`src/design/matrix_pkg.sv`:
```
`default_nettype none

package matrix_pkg;

    // ------------------------------------------------
    // Sizes and limits
    // ------------------------------------------------
    localparam int CLKS_PER_BIT = 16;                  // Short bit time for simulation
    localparam int BAUD_W       = $clog2(CLKS_PER_BIT);
    localparam int MAX_DIM      = 5;
    localparam int MAX_ELEM     = 9;
    localparam int NUM_SLOTS    = 4;

    typedef logic [7:0]  byte_t;
    typedef logic [15:0] num_t;
    typedef logic [2:0]  dim_t;                        // Dimension or row/col index
    typedef logic [1:0]  slot_t;
    typedef logic [3:0]  elem_t;

    // ------------------------------------------------
    // ASCII codes
    // ------------------------------------------------
    localparam byte_t ASCII_LBRACK = 8'h5B;
    localparam byte_t ASCII_RBRACK = 8'h5D;
    localparam byte_t ASCII_SPACE  = 8'h20;
    localparam byte_t ASCII_LF     = 8'h0A;
    localparam byte_t ASCII_CR     = 8'h0D;
    localparam byte_t ASCII_ZERO   = 8'h30;

endpackage

`default_nettype wire

```
`src/design/cmd_parser.sv`:
```
`timescale 1ns/1ps
`default_nettype none

module cmd_parser import matrix_pkg::*; (
    input  logic  clk,
    input  logic  rst_n,
    input  byte_t rx_data,
    input  logic  rx_valid,
    output num_t  num,
    output logic  num_valid
);

    num_t  acc;
    logic  have_digit;                                 // At least one digit since last separator
    logic  is_digit, is_sep;
    byte_t digit;

    assign digit    = rx_data - ASCII_ZERO;
    assign is_digit = (rx_data >= ASCII_ZERO) && (rx_data <= ASCII_ZERO + 8'd9);
    assign is_sep   = (rx_data == ASCII_SPACE) || (rx_data == ASCII_CR) ||
                      (rx_data == ASCII_LF);

    always_ff @(posedge clk or negedge rst_n) begin
        if (!rst_n) begin
            acc        <= '0;
            have_digit <= 1'b0;
            num_valid  <= 1'b0;
        end else begin
            num_valid <= 1'b0;
            if (rx_valid && is_digit) begin
                acc        <= acc * num_t'(10) + num_t'(digit);
                have_digit <= 1'b1;
            end else if (rx_valid && is_sep) begin
                num_valid  <= have_digit;              // Repeated separators emit nothing
                acc        <= '0;
                have_digit <= 1'b0;
            end
        end
    end

    always_ff @(posedge clk) begin
        if (rx_valid && is_sep) num <= acc;
    end

endmodule

`default_nettype wire

```
`src/design/matrix_console.sv`:
```
`timescale 1ns/1ps
`default_nettype none

module matrix_console import matrix_pkg::*; (
    input  logic  clk,
    input  logic  rst_n,
    input  logic  uart_rxd,
    output logic  uart_txd,
    input  slot_t slot_sel,
    input  logic  print_req,
    output logic  print_busy,
    output logic  input_error,
    output logic  entry_done
);

    byte_t rx_data, tx_data;
    logic  rx_valid, num_valid, tx_start, tx_busy;
    num_t  num;
    logic  wr_en, dim_we;
    slot_t wr_slot, rd_slot;
    dim_t  wr_row, wr_col, dim_m, dim_n;
    dim_t  rd_row, rd_col, rd_m, rd_n;
    elem_t wr_data, rd_data;

    // ------------------------------------------------
    // Input path
    // ------------------------------------------------
    uart_rx u_rx (.clk, .rst_n, .rxd(uart_rxd), .rx_data, .rx_valid);

    cmd_parser u_parser (.clk, .rst_n, .rx_data, .rx_valid, .num, .num_valid);

    matrix_entry u_entry (
        .clk, .rst_n, .num, .num_valid, .slot_sel, .input_error,
        .wr_en, .wr_slot, .wr_row, .wr_col, .wr_data,
        .dim_we, .dim_m, .dim_n, .entry_done
    );

    matrix_mem u_mem (
        .clk, .rst_n, .wr_en, .wr_slot, .wr_row, .wr_col, .wr_data,
        .dim_we, .dim_m, .dim_n,
        .rd_slot, .rd_row, .rd_col, .rd_data, .rd_m, .rd_n
    );

    // Print path
    matrix_printer u_printer (
        .clk, .rst_n, .print_req, .slot_sel, .print_busy,
        .rd_slot, .rd_row, .rd_col, .rd_data, .rd_m, .rd_n,
        .tx_data, .tx_start, .tx_busy
    );

    uart_tx u_tx (.clk, .rst_n, .tx_data, .tx_start, .txd(uart_txd), .tx_busy);

endmodule

`default_nettype wire

```
`src/design/matrix_entry.sv`:
```
`timescale 1ns/1ps
`default_nettype none

module matrix_entry import matrix_pkg::*; (
    input  logic  clk,
    input  logic  rst_n,
    input  num_t  num,
    input  logic  num_valid,
    input  slot_t slot_sel,
    output logic  input_error,
    output logic  wr_en,
    output slot_t wr_slot,
    output dim_t  wr_row,
    output dim_t  wr_col,
    output elem_t wr_data,
    output logic  dim_we,
    output dim_t  dim_m,
    output dim_t  dim_n,
    output logic  entry_done
);

    typedef enum logic [1:0] {PH_M, PH_N, PH_ELEM} phase_t;

    phase_t phase;
    slot_t  slot_q;
    dim_t   m_q, n_q;
    dim_t   row_q, col_q;                              // Next element position
    logic   dim_ok, elem_ok, last_col, last_elem;

    assign dim_ok    = (num >= num_t'(1)) && (num <= num_t'(MAX_DIM));
    assign elem_ok   = (num <= num_t'(MAX_ELEM));
    assign last_col  = (col_q == n_q - dim_t'(1));
    assign last_elem = last_col && (row_q == m_q - dim_t'(1));

    assign wr_slot = slot_q;
    assign dim_m   = m_q;
    assign dim_n   = n_q;                              // Valid with dim_we

    always_ff @(posedge clk or negedge rst_n) begin
        if (!rst_n) begin
            phase       <= PH_M;
            slot_q      <= '0;
            m_q         <= '0;
            n_q         <= '0;
            row_q       <= '0;
            col_q       <= '0;
            input_error <= 1'b0;
            wr_en       <= 1'b0;
            dim_we      <= 1'b0;
            entry_done  <= 1'b0;
        end else begin
            input_error <= 1'b0;
            wr_en       <= 1'b0;
            dim_we      <= 1'b0;
            entry_done  <= 1'b0;
            if (num_valid) begin
                case (phase)
                    PH_M: if (dim_ok) begin
                        m_q    <= dim_t'(num);
                        slot_q <= slot_sel;            // Slot fixed for the whole entry
                        phase  <= PH_N;
                    end else begin
                        input_error <= 1'b1;
                    end
                    PH_N: if (dim_ok) begin
                        n_q    <= dim_t'(num);
                        dim_we <= 1'b1;
                        row_q  <= '0;
                        col_q  <= '0;
                        phase  <= PH_ELEM;
                    end else begin
                        input_error <= 1'b1;
                    end
                    PH_ELEM: if (elem_ok) begin
                        wr_en <= 1'b1;
                        if (last_col) begin
                            col_q <= '0;
                            row_q <= row_q + dim_t'(1);
                        end else begin
                            col_q <= col_q + dim_t'(1);
                        end
                        if (last_elem) begin
                            entry_done <= 1'b1;
                            phase      <= PH_M;
                        end
                    end else begin
                        input_error <= 1'b1;
                    end
                    default: phase <= PH_M;
                endcase
            end
        end
    end

    // Write payload, qualified by wr_en
    always_ff @(posedge clk) begin
        if (num_valid) begin
            wr_row  <= row_q;
            wr_col  <= col_q;
            wr_data <= elem_t'(num);
        end
    end

    // Counters stay inside the accepted dimensions
    a_wr_in_range: assert property (@(posedge clk) disable iff (!rst_n)
        wr_en |-> (wr_row < m_q) && (wr_col < n_q));

endmodule

`default_nettype wire

```
`src/design/matrix_mem.sv`:
```
`timescale 1ns/1ps
`default_nettype none

module matrix_mem import matrix_pkg::*; (
    input  logic  clk,
    input  logic  rst_n,
    input  logic  wr_en,
    input  slot_t wr_slot,
    input  dim_t  wr_row,
    input  dim_t  wr_col,
    input  elem_t wr_data,
    input  logic  dim_we,
    input  dim_t  dim_m,
    input  dim_t  dim_n,
    input  slot_t rd_slot,
    input  dim_t  rd_row,
    input  dim_t  rd_col,
    output elem_t rd_data,
    output dim_t  rd_m,
    output dim_t  rd_n
);

    elem_t mem [NUM_SLOTS][MAX_DIM][MAX_DIM];
    dim_t  m_arr [NUM_SLOTS];                          // Zero marks an empty slot
    dim_t  n_arr [NUM_SLOTS];

    always_ff @(posedge clk) begin
        if (wr_en) mem[wr_slot][wr_row][wr_col] <= wr_data;
        rd_data <= mem[rd_slot][rd_row][rd_col];       // One-cycle read latency
    end

    always_ff @(posedge clk or negedge rst_n) begin
        if (!rst_n) begin
            for (int s = 0; s < NUM_SLOTS; s++) begin
                m_arr[s] <= '0;
                n_arr[s] <= '0;
            end
        end else if (dim_we) begin
            m_arr[wr_slot] <= dim_m;
            n_arr[wr_slot] <= dim_n;
        end
    end

    assign rd_m = m_arr[rd_slot];
    assign rd_n = n_arr[rd_slot];

    a_dim_legal: assert property (@(posedge clk) disable iff (!rst_n)
        dim_we |-> (dim_m != '0) && (dim_m <= dim_t'(MAX_DIM)) &&
                   (dim_n != '0) && (dim_n <= dim_t'(MAX_DIM)));

endmodule

`default_nettype wire

```
`src/design/matrix_printer.sv`:
```
`timescale 1ns/1ps
`default_nettype none

module matrix_printer import matrix_pkg::*; (
    input  logic  clk,
    input  logic  rst_n,
    input  logic  print_req,
    input  slot_t slot_sel,
    output logic  print_busy,
    output slot_t rd_slot,
    output dim_t  rd_row,
    output dim_t  rd_col,
    input  elem_t rd_data,
    input  dim_t  rd_m,
    input  dim_t  rd_n,
    output byte_t tx_data,
    output logic  tx_start,
    input  logic  tx_busy
);

    typedef enum logic [2:0] {
        P_IDLE,
        P_OPEN,                                        // Send '['
        P_READ,                                        // Address out, data next cycle
        P_DIGIT,
        P_SEP,                                         // Space, newline or end of matrix
        P_CLOSE,
        P_FINAL,
        P_DRAIN                                        // Wait for last byte on the line
    } pr_state_t;

    pr_state_t state;
    slot_t     slot_q;
    dim_t      row_q, col_q;
    logic      can_send;

    assign can_send   = !tx_busy && !tx_start;         // Covers the cycle before busy rises
    assign print_busy = (state != P_IDLE);
    assign rd_slot    = slot_q;
    assign rd_row     = row_q;
    assign rd_col     = col_q;

    // ------------------------------------------------
    // Print FSM
    // ------------------------------------------------
    always_ff @(posedge clk or negedge rst_n) begin
        if (!rst_n) begin
            state    <= P_IDLE;
            slot_q   <= '0;
            row_q    <= '0;
            col_q    <= '0;
            tx_start <= 1'b0;
        end else begin
            tx_start <= 1'b0;
            case (state)
                P_IDLE: if (print_req) begin
                    slot_q <= slot_sel;
                    row_q  <= '0;
                    col_q  <= '0;
                    state  <= P_OPEN;
                end
                P_OPEN: if (can_send) begin
                    tx_start <= 1'b1;
                    state    <= (rd_m == '0) ? P_CLOSE : P_READ;  // Empty slot
                end
                P_READ:  state <= P_DIGIT;
                P_DIGIT: if (can_send) begin
                    tx_start <= 1'b1;
                    state    <= P_SEP;
                end
                P_SEP: begin
                    if (col_q != rd_n - dim_t'(1)) begin
                        if (can_send) begin
                            tx_start <= 1'b1;
                            col_q    <= col_q + dim_t'(1);
                            state    <= P_READ;
                        end
                    end else if (row_q != rd_m - dim_t'(1)) begin
                        if (can_send) begin
                            tx_start <= 1'b1;
                            row_q    <= row_q + dim_t'(1);
                            col_q    <= '0;
                            state    <= P_READ;
                        end
                    end else begin
                        state <= P_CLOSE;
                    end
                end
                P_CLOSE: if (can_send) begin
                    tx_start <= 1'b1;
                    state    <= P_FINAL;
                end
                P_FINAL: if (can_send) begin
                    tx_start <= 1'b1;
                    state    <= P_DRAIN;
                end
                P_DRAIN: if (can_send) state <= P_IDLE;
                default: state <= P_IDLE;
            endcase
        end
    end

    // Byte to send, chosen with the same conditions as tx_start
    always_ff @(posedge clk) begin
        if (can_send) begin
            case (state)
                P_OPEN:  tx_data <= ASCII_LBRACK;
                P_DIGIT: tx_data <= ASCII_ZERO + byte_t'(rd_data);  // Elements are one digit
                P_SEP:   tx_data <= (col_q != rd_n - dim_t'(1)) ? ASCII_SPACE : ASCII_LF;
                P_CLOSE: tx_data <= ASCII_RBRACK;
                P_FINAL: tx_data <= ASCII_LF;
                default: tx_data <= tx_data;
            endcase
        end
    end

    a_no_start_when_busy: assert property (@(posedge clk) disable iff (!rst_n)
        tx_start |-> !tx_busy);

endmodule

`default_nettype wire

```
`src/design/uart_rx.sv`:
```
`timescale 1ns/1ps
`default_nettype none

module uart_rx import matrix_pkg::*; (
    input  logic  clk,
    input  logic  rst_n,
    input  logic  rxd,
    output byte_t rx_data,
    output logic  rx_valid
);

    typedef enum logic [1:0] {RX_IDLE, RX_START, RX_DATA, RX_STOP} rx_state_t;

    rx_state_t         state;
    logic              rxd_meta, rxd_sync;
    logic [BAUD_W-1:0] baud_cnt;
    logic [2:0]        bit_cnt;
    logic              bit_end;

    assign bit_end = (baud_cnt == BAUD_W'(CLKS_PER_BIT - 1));

    // Two-flop synchroniser, line idles high
    always_ff @(posedge clk or negedge rst_n) begin
        if (!rst_n) begin
            rxd_meta <= 1'b1;
            rxd_sync <= 1'b1;
        end else begin
            rxd_meta <= rxd;
            rxd_sync <= rxd_meta;
        end
    end

    always_ff @(posedge clk or negedge rst_n) begin
        if (!rst_n) begin
            state    <= RX_IDLE;
            baud_cnt <= '0;
            bit_cnt  <= '0;
            rx_valid <= 1'b0;
        end else begin
            rx_valid <= 1'b0;
            baud_cnt <= baud_cnt + 1'b1;
            case (state)
                RX_IDLE: begin
                    baud_cnt <= '0;
                    if (!rxd_sync) state <= RX_START;
                end
                RX_START: if (baud_cnt == BAUD_W'(CLKS_PER_BIT / 2 - 1)) begin
                    baud_cnt <= '0;                    // Now aligned to mid-bit
                    bit_cnt  <= '0;
                    state    <= rxd_sync ? RX_IDLE : RX_DATA;  // Glitch check
                end
                RX_DATA: if (bit_end) begin
                    baud_cnt <= '0;
                    bit_cnt  <= bit_cnt + 1'b1;
                    if (bit_cnt == 3'd7) state <= RX_STOP;
                end
                RX_STOP: if (bit_end) begin
                    rx_valid <= rxd_sync;              // Framing error drops the byte
                    state    <= RX_IDLE;
                end
                default: state <= RX_IDLE;
            endcase
        end
    end

    // LSB first
    always_ff @(posedge clk) begin
        if (state == RX_DATA && bit_end) rx_data <= {rxd_sync, rx_data[7:1]};
    end

endmodule

`default_nettype wire

```
`src/design/uart_tx.sv`:
```
`timescale 1ns/1ps
`default_nettype none

module uart_tx import matrix_pkg::*; (
    input  logic  clk,
    input  logic  rst_n,
    input  byte_t tx_data,
    input  logic  tx_start,
    output logic  txd,
    output logic  tx_busy
);

    logic [9:0]        shreg;                          // Stop, data, start
    logic [3:0]        bit_cnt;
    logic [BAUD_W-1:0] baud_cnt;

    assign txd = shreg[0];                             // All ones when idle

    always_ff @(posedge clk or negedge rst_n) begin
        if (!rst_n) begin
            shreg    <= '1;
            bit_cnt  <= '0;
            baud_cnt <= '0;
            tx_busy  <= 1'b0;
        end else if (!tx_busy) begin
            if (tx_start) begin
                shreg    <= {1'b1, tx_data, 1'b0};
                bit_cnt  <= '0;
                baud_cnt <= '0;
                tx_busy  <= 1'b1;
            end
        end else if (baud_cnt == BAUD_W'(CLKS_PER_BIT - 1)) begin
            baud_cnt <= '0;
            shreg    <= {1'b1, shreg[9:1]};           // Back-fill with idle level
            bit_cnt  <= bit_cnt + 1'b1;
            if (bit_cnt == 4'd9) tx_busy <= 1'b0;      // End of stop bit
        end else begin
            baud_cnt <= baud_cnt + 1'b1;
        end
    end

endmodule

`default_nettype wire

```
`config.mk`:
```
export PLATFORM = sky130hd
export DESIGN_NAME = matrix_console
export DESIGN_NICKNAME = d
export VERILOG_FILES = /design/src/design/matrix_pkg.sv /design/src/design/cmd_parser.sv /design/src/design/matrix_console.sv /design/src/design/matrix_entry.sv /design/src/design/matrix_mem.sv /design/src/design/matrix_printer.sv /design/src/design/uart_rx.sv /design/src/design/uart_tx.sv
export SDC_FILE = /design/constraint.sdc
export NUM_CORES = 1
export LEC_CHECK = 0
export BUFFER_PORTS_ARGS = -buffer_cell sky130_fd_sc_hd__buf_2
export CAP_MARGIN = 15
export CORE_MARGIN = 8
export CORE_UTILIZATION = 55
export CTS_BUF_LIST = sky130_fd_sc_hd__clkbuf_4
export DETAILED_ROUTE_END_ITERATION = 8
export PLACE_DENSITY_LB_ADDON = 0.12
export SLEW_MARGIN = 20
export SYNTH_ARGS = -nofsm -noshare
export SYNTH_HDL_FRONTEND = slang
export SYNTH_SLANG_ARGS = --single-unit
```
`constraint.sdc`:
```
create_clock -name clk -period 7.5 [get_ports clk]
set_input_delay 2.25 -clock clk [delete_from_list [all_inputs] [get_ports clk]]
set_output_delay 2.25 -clock clk [all_outputs]
set_load 0.02 [all_outputs]
```
* Word-level counts from Yosys, hierarchy flattened *
Memory sizes are Yosys's and may differ from the RTL's.
Index checks and enable logic that the tools add are counted.

cells by class
  $mul = 1
  reductions and logical operators = 40
  equality and inequality tests = 45
  bitwise logic cells = 6
  muxes and demuxes = 107
  order comparisons = 14
  add/subtract/negate cells = 15

operators by type and width
  cell                                                                     number
  100-bit 2-to-1 mux                                                       1
  3-bit 2-to-1 mux                                                         29
  20-bit binary-select mux with 3-bit select                               1
  20-bit demux with 3-bit select                                           1
  20-bit 2-to-1 mux                                                        3
  4-bit 2-to-1 mux                                                         10
  8-bit one-hot mux with 5 select lines                                    1
  16-bit 2-to-1 mux                                                        2
  2-bit by 1-bit inequality test with 1-bit output, second input constant  16
  10-bit 2-to-1 mux                                                        3
  3-bit one-hot mux with 2 select lines                                    5
  1-bit 2-to-1 mux                                                         27
  12-bit bitwise mux                                                       2
  3-bit one-hot mux with 8 select lines                                    1
  2-bit 2-to-1 mux                                                         10
  5-bit AND reduction                                                      4
  16-bit by 8-bit adder with 16-bit output                                 1
  8-bit by 4-bit equality test with 1-bit output, second input constant    2
  16-bit by 1-bit >= comparator with 1-bit output, second input constant   1
  4-bit >= comparator, second input constant                               4
  16-bit by 3-bit <= comparator with 1-bit output, second input constant   1
  16-bit by 4-bit <= comparator with 1-bit output, second input constant   1
  16-bit by 3-bit multiplier with 15-bit output, second input constant     1
  3-bit inverter with 4-bit output                                         4
  46 further kinds                                                         97

word-level totals
  register bits = 151
  memories = 1
  bits in writable memories = 400
  bits of input ports = 6
  output and inout port bits = 4
  word-level logic and storage cells = 272

memories
  memory     depth  width  rd ports  clocked after memory_dff  wr ports  line              RTL
  u_mem.mem  4      100    1         0                         1         matrix_mem.sv:23  elem_t mem [NUM_SLOTS][MAX_DIM][MAX_DIM];

* Longest topological paths before layout *
Gate-level depths: netlist of run 1.

  depth after elaboration = 9
  depth in mapped cells = 16
  depth with buffers taken out = 11

* Modules after synthesis *
Synthesis of run 1 repeated with hierarchy kept, for this count alone.

unflattened totals
  cell total of the unflattened synthesis = 1534
  area, all modules = 23857.9 um2

by module, submodules not included
  module          times used  cells each  area an instance (um2)  seq. area each (um2)
  matrix_mem      1           948         17205.3                 12692.2
  cmd_parser      1           219         2358.5                  930.9
  matrix_entry    1           107         1425.1                  800.8
  matrix_printer  1           118         1156.1                  510.5
  uart_tx         1           82          903.4                   461.7
  uart_rx         1           60          809.5                   543.0

* Worst setup path after synthesis of run 1 *
OpenSTA, ideal clock, no wires.

  kind = input-to-reg
  start point = input print_req
  end point = register u_printer.col_q[2] (netlist: u_printer.rd_col[2])
  data required time = 7.436 ns
  path buffers = 0
  slack = 3.907 ns
  arrival time = 3.528 ns
  stages on the path = 6
  library setup time = 0.064 ns
  path through = inv_1 > nor4_1 > nor2_1 > or4b_1 > a21oi_1 > a21o_1

on the way
  cells in the longest elaborated chain, start to end = 2

ends and longest elaborated chain
  item                                    line                  RTL
  start, declared                         matrix_console.sv:10  input logic print_req,
  2-bit inequality test (no source line)  --
  4-bit AND reduction (no source line)    --
  end signal, assigned                    matrix_printer.sv:75  col_q <= col_q + dim_t'(1);
  end, declared                           matrix_printer.sv:34  dim_t row_q, col_q;

No other way between the ends.
A chain may end at the register's enable or synchronous reset.

* Worst setup path after layout of run 1 *
  start point = register u_printer.state[2]
  end point = output print_busy

on the way
  cells in the longest elaborated chain, start to end = 1

ends and longest elaborated chain
  item                    line                  RTL
  start, declared         matrix_printer.sv:32  pr_state_t state;
  start signal, assigned  matrix_printer.sv:64  state <= (rd_m == '0) ? P_CLOSE : P_READ;
  3-bit nonzero test      matrix_printer.sv:38  assign print_busy = (state != P_IDLE);
  end, declared           matrix_console.sv:11  output logic print_busy,

No other way between the ends.

==> flow_summary_export.csv, run 1 <==
group,metric,value,unit
timing,setup_violations,0,
die,die_x,223,um
die,core,42000,sq um
timing,timing.fmax,242,MHz
worst_setup_path,cp_top_family,"flip-flops",
global_route,antenna_found_initial,1,
timing,finalHoldViolations,0,
routing,num_vias,12800,
cts,clk_path_buf_depth,3,
logic_synthesis,synthFlopType,"edfxtp_1",
routing,drt_iter0_drc,926,
timing,slew-limit-headroom,28.1,%
worst_setup_path,reg2reg_slack,4.01,ns
global_route,grt-ovfl-total,0,
routing,routed_via_density,5.82,
worst_setup_path,crit_path_max_fanout,16,
pwr,ir_drop,0.113,mV
worst_setup_path,critPathBufInv,1,
cts,postCtsSetupRepairBufs,0,
logic_synthesis,syn-num-nets,1512,
worst_setup_path,critPathLaunchType,"flip-flop",
timing,holdWs,0.361,ns
hold_path,min_to,"u_rx.rxd_sync",
cts,numClockSinks,549,
worst_setup_path,critPathMaxStageDelay,0.54,ns
status,status,"finished, final reports clean",
pwr,cellLeakagePower,0.0104,uW
worst_setup_path,cp-end-kind,"output pin",
worst_setup_path,crit_path_start,"u_printer.state[2]",
global_route,grt_pass1_wl,73600,um
logic_synthesis,yosysWarnings,0,
routing,routedWlPerCell,21.0,um
hold_path,hp-start,"u_rx.rxd_meta",
placed_design,place_congestion,0.776,
routing,drc,0,
placed_design,io_buffers,9,
logic_synthesis,syn_area,23500,sq um
global_route,grt_max_degree,108,
logic_synthesis,ys_seq_elements,549,
timing,drv_slew,0,
cts,ctsHoldBuffers,0,
logic_synthesis,yosysSeqAreaShare,67.9,%
global_route,grt_pass1_vias,13300,
cts,clkTransAtPathRegs,0.06,ns
cts,cts_root_buf,"clkbuf_4",
cts,cts_buffers,143,
die,io_pins,10,
logic_synthesis,synthDistinctLibCells,62,
cts,clk_latency,0.83,ns
routing,ant_nets,0,
worst_setup_path,required,5.25,ns
cells_and_area,drive_above_1_share,25.5,%
cells_and_area,final_common_cell,"edfxtp_1",
placed_design,post-dp-hpwl,27600,um
worst_setup_path,slowest_stage,"dfrtp_1",
cts,cts_resized,0,
die,rows,75,
timing,setup-tns-final,0,ns
die,fp.dieH,223,um
worst_setup_path,cp_cell_sequence,"or3_1 -> buf_2",
worst_setup_path,critPathKind,"flip-flop to output pin",
pwr,power.density_cell_area,236,nW/um^2
timing,fin_crit_sh,55.0,%
logic_synthesis,syn_inst,1447,
logic_synthesis,synth-async-reset-ratio,18.9,%
cells_and_area,syn_to_final_growth,10.4,%
cells_and_area,final_cell_mix,"edfxtp_1 (441), clkbuf_4 (214), nor2_1 (147)",
cts,cts_tree,"done",
worst_setup_path,r2r_start,"u_printer.rd_slot[0]",
cells_and_area,final_nets,1613,
hold_path,min_path_cells,0,
logic_synthesis,synth_edf_count,441,
timing,grt_setup_unrepaired,"no",
hold_path,holdCritPathClass,"flip-flop to flip-flop",
timing,period_needed,4.13,ns
worst_setup_path,cp.arrival,1.88,ns
timing,skew,0.0319,ns
job,maxCapViolCount,0,
logic_synthesis,synth.avg_cell_area,16.2,sq um
die,initial_core_util,55.8,%
worst_setup_path,r2r-end,"u_printer.rd_row[2]",
routing,route.final.wire_length,46000,um
die,dieArea,49500,sq um
worst_setup_path,reg2reg_depth,10,
global_route,track_usage,19.0,%
cts,htree_levels,4,
timing,worst_pin_slew,1.07,ns
routing,dr.pass1.iters,5,
## synthesized netlist by cell type (11+ instances only)
cell type  number  share of area [%]
dfrtp_1        93                9.9
xnor2_1        31                1.2
dfstp_2        11                1.2
mux2_2         25                1.2
nand2b_1       14               0.37
mux2i_1        24                1.0
a21oi_1        31               0.66
o21ai_0        77                1.6
ha_1           57                3.0
mux4_2        122                 12
nor2_1        147                2.4
nand2_1       102                1.6
xor2_1         12               0.45
buf_2          12               0.26
inv_1          29               0.46
nor3_1         11               0.23
clkbuf_1       34               0.54
edfxtp_1      441                 56
nand3_1        16               0.34
nor3b_1        11               0.35
## kinds of logic (layout without fill, tap and decap cells)
logic type,after synthesis,count (layout),synth area share (%)
DFF,549,549,67.9
muxes,171,171,13.9
xor gates and xnor gates,43,43,1.60
adders and majority gates,59,59,3.21
buffers and inverters,92,299,1.74
other,0,1,0
and+or+nand+nor,342,342,6.47
AOI/OAI and AO/OA,191,191,5.12
## worst max-delay path by stage
stage | end | slack (ns) | cells past startpoint
finish | print_busy | 3.37 | 2
global route | print_busy | 3.25 | 2
CTS | print_busy | 3.29 | 2
detailed placement | u_printer.rd_col[2] | 3.56 | 7
global placement | u_printer.rd_col[2] | 3.60 | 7
floorplan | u_printer.rd_col[2] | 3.91 | 6
## area by class of cell
cell class                      count  area (sq um)
Fill cell                        3138         16100
Sequential cell                   549         15900
Clock buffer                      214          1610
Antenna cell                        1          2.50
Inverter                           29           109
Clock inverter                     37           305
Tap cell                          539           674
Timing Repair Buffer               19           135
Multi-Input combinational cell    806          7140
## worst register-to-register path, delay by kind of cell, from the launching register on
family        cells  cell delay, ns
simple gates      4            1.08
mux               1            0.73
buf+inv           2            0.61
flops             1            0.41
xor+xnor          2            0.28
fa+ha+maj         1            0.23
## registers in the layout (all words and copies together), names as in the netlist, 4 cells and up, named ones only
register,count
u_mem.mem,400
u_parser.acc,16
u_parser.num,16
u_mem.m_arr,12
u_mem.n_arr,12
u_tx.shreg,9
u_rx.rx_data,8
u_printer.tx_data,7
u_entry.wr_data,4
u_mem.rd_data,4
u_rx.baud_cnt,4
u_tx.baud_cnt,4
u_tx.bit_cnt,4
## metal layers
metal	GRT usage, %	part of all wire (%)	routed length (um)	up-vias
li1	-	-	-	5912
met1	25.0	43	20000	6426
met2	30.6	49	22600	366
met3	4.36	5.6	2560	64
met4	7.41	2.0	909	0
met5	0	0	0	-
## through the flow
stage               cells  util (%)  worst slack [ns]  area [sq um]  total power, uW
global route         2194      61.6              3.25         25900             6370
detailed placement   1942      57.1              3.56         24000             3510
floorplan            1447         -              3.91         23500             3460
finish               2194      61.6              3.37         25900             6110
CTS                  2193      61.6              3.29         25900             6190
global placement     1942      57.1              3.60         24000             3510
## where the power goes
part	switching, uW	internal [uW]	leakage, uW
Combinational	102	57.3	0.00280
Clock	1160	1510	0.00114
Sequential	19.5	3270	0.00643
Total	1280	4830	0.0104
Power figures use the tool's default switching activity.
==> run 2: changes to the inputs <==
Clock period 7.5 ns to 4.2 ns, I/O delays scaled along.
==> run 2 against run 1 <==
- power increased by 73%
- sequential cell count unchanged
- core utilization decreased by 0.18 points
- count of clock-buffer cells in the layout decreased by 6
- wire length increased by 1.1%
- first-iteration DRC count increased by 3.6%
- combinational power increased by 80%
- final cell count decreased by 0.14%
- clock power increased by 65%
- critical path depth increased by 9
- via count about the same
- worst setup slack got worse by 2.6 ns
- critical path type is now flip-flop to flip-flop
==> flow_summary_export.csv, run 2 (synthesis results as in run 1) <==
group,metric,value,unit
placed_design,place_congestion,0.812,
timing,finalHoldViolations,0,
cells_and_area,top_regs,"u_mem.mem x400, u_parser.acc x16, u_parser.num x16",
timing,slew-limit-headroom,28.1,%
routing,ant_nets,0,
cells_and_area,fill_cells,3140,
worst_setup_path,cp-end-kind,"flip-flop",
worst_setup_path,critPathKind,"flip-flop to flip-flop",
timing,worst_slack,0.764,ns
die,io_pins,10,
cells_and_area,multi_input_area,7130,sq um
die,die_x,223,um
cts,ctsHoldBuffers,0,
worst_setup_path,required,4.98,ns
global_route,grt-ovfl-total,0,
cells_and_area,final_cell_mix,"edfxtp_1 (441), clkbuf_4 (208), nor2_1 (147)",
worst_setup_path,cp.arrival,4.21,ns
timing,timing.fmax,291,MHz
status,status,"finished, final reports clean",
worst_setup_path,crit_path_max_fanout,5,
global_route,grt_pass1_wl,74800,um
routing,routed_via_density,5.83,
pwr,power.density_cell_area,408,nW/um^2
timing,period_needed,3.44,ns
placed_design,pre_cts_ws,0.806,ns
cells_and_area,top_register,"u_mem.mem",
routing,routedWlPerCell,21.2,um
cells_and_area,syn_to_final_growth,10.1,%
timing,skew,0.0488,ns
timing,drv_slew,0,
cts,cts_tree,"done",
placed_design,post-dp-hpwl,29400,um
global_route,antenna_found_initial,1,
cells_and_area,seq_area,15900,sq um
routing,dr.pass1.iters,5,
worst_setup_path,critPathLaunchType,"flip-flop",
global_route,grt_pass1_vias,13400,
cells_and_area,drive_above_1_share,25.3,%
cts,cts_buffers,140,
routing,drc,0,
routing,num_vias,12800,
cts,cts_root_buf,"clkbuf_4",
routing,route.final.wire_length,46500,um
job,maxCapViolCount,0,
cts,numClockSinks,549,
cells_and_area,final_nets,1621,
cells_and_area,final_common_cell,"edfxtp_1",
die,dieArea,49500,sq um
die,initial_core_util,55.8,%
cts,htree_levels,4,
hold_path,min_path_cells,0,
placed_design,io_buffers,9,
pwr,ir_drop,0.225,mV
cts,clk_latency,0.90,ns
routing,drt_iter0_drc,959,
timing,grt_setup_unrepaired,"no",
timing,setup_violations,0,
cells_and_area,largest_register_ffs,400,
global_route,track_usage,19.5,%
cts,postCtsSetupRepairBufs,0,
timing,worst_pin_slew,1.07,ns
cts,clk_path_buf_depth,3,
timing,setup-tns-final,0,ns
hold_path,holdCritPathClass,"flip-flop to flip-flop",
die,fp.dieH,223,um
global_route,grt_max_degree,101,
cts,cts_resized,0,
cts,clkTransAtPathRegs,0.07,ns
die,rows,75,
worst_setup_path,reg2reg_depth,11,
timing,fin_crit_sh,81.8,%
pwr,cellLeakagePower,0.0103,uW
die,core,42000,sq um
cells_and_area,utilization,61.5,%
## run 2: cell count changes in the layout (fill, tap and decap cells not counted), moves of 2 or more
cell       previous run  this run
buf_8                 0         2
buf_4                10        17
buf_12                1         3
clkbuf_4            214       208
clkinv_2              4         2
nor3b_1               9        11
bufinv_16             6         2
nor3b_2               2         0
## run 2: final timing paths
kind	startpoint	end	slack, ns
max in group asynchronous	rst_n	u_rx.rxd_sync	3.00
hold / removal	u_rx.rxd_meta	u_rx.rxd_sync	0.37
setup / recovery	u_parser.acc[1]	u_parser.acc[15]	0.76
hold reg to reg	u_rx.rxd_meta	u_rx.rxd_sync	0.37
min in group asynchronous	rst_n	u_tx.tx_busy	0.39
setup reg to reg	u_parser.acc[1]	u_parser.acc[15]	0.76
## run 2: where the power goes
group	switching [uW]	internal (uW)	total (uW)
Clock	2020	2370	4390
Combinational	179	107	286
Sequential	37.4	5840	5870
## run 2: metrics by stage
| step | cells | hold WS (ns) | instance area [sq um] | power [uW] |
|---|---|---|---|---|
| floorplan | 1447 | 0.345 | 23500 | 6190 |
| global placement | 1951 | 0.347 | 24100 | 6270 |
| detailed placement | 1953 | 0.351 | 24100 | 6280 |
| CTS | 2190 | 0.286 | 25800 | 10700 |
| global route | 2191 | 0.343 | 25800 | 11000 |
| finish | 2191 | 0.366 | 25800 | 10500 |
## run 2: layout make-up
type | count | area share, %
sequential | 549 | 61.7
clock inverter | 29 | 0.634
inverter | 29 | 0.421
timing repair buffer | 30 | 0.997
clock buffer | 208 | 6.04
tap | 539 | 2.61
multi-input combinational | 806 | 27.6
antenna | 1 | 0.00968
## run 2: routing by layer
metal,GRT usage [%],vias to the layer above,routed length (um)
li1,-,5919,-
met1,25.5,6414,19800
met2,31.2,375,23200
met3,5.16,62,2740
met4,7.29,0,794
met5,0,-,0
## run 2: worst max-delay path: stages (launching register included)
cell      delay [ns]
dfrtp_1         0.45
ha_1            0.32
ha_1            0.24
fa_1            0.47
ha_1            0.33
o21ai_0         0.09
nor2_1          0.15
o21ai_0         0.12
a211oi_1        0.52
and3_1          0.30
a31oi_1         0.10
o31ai_1         0.24
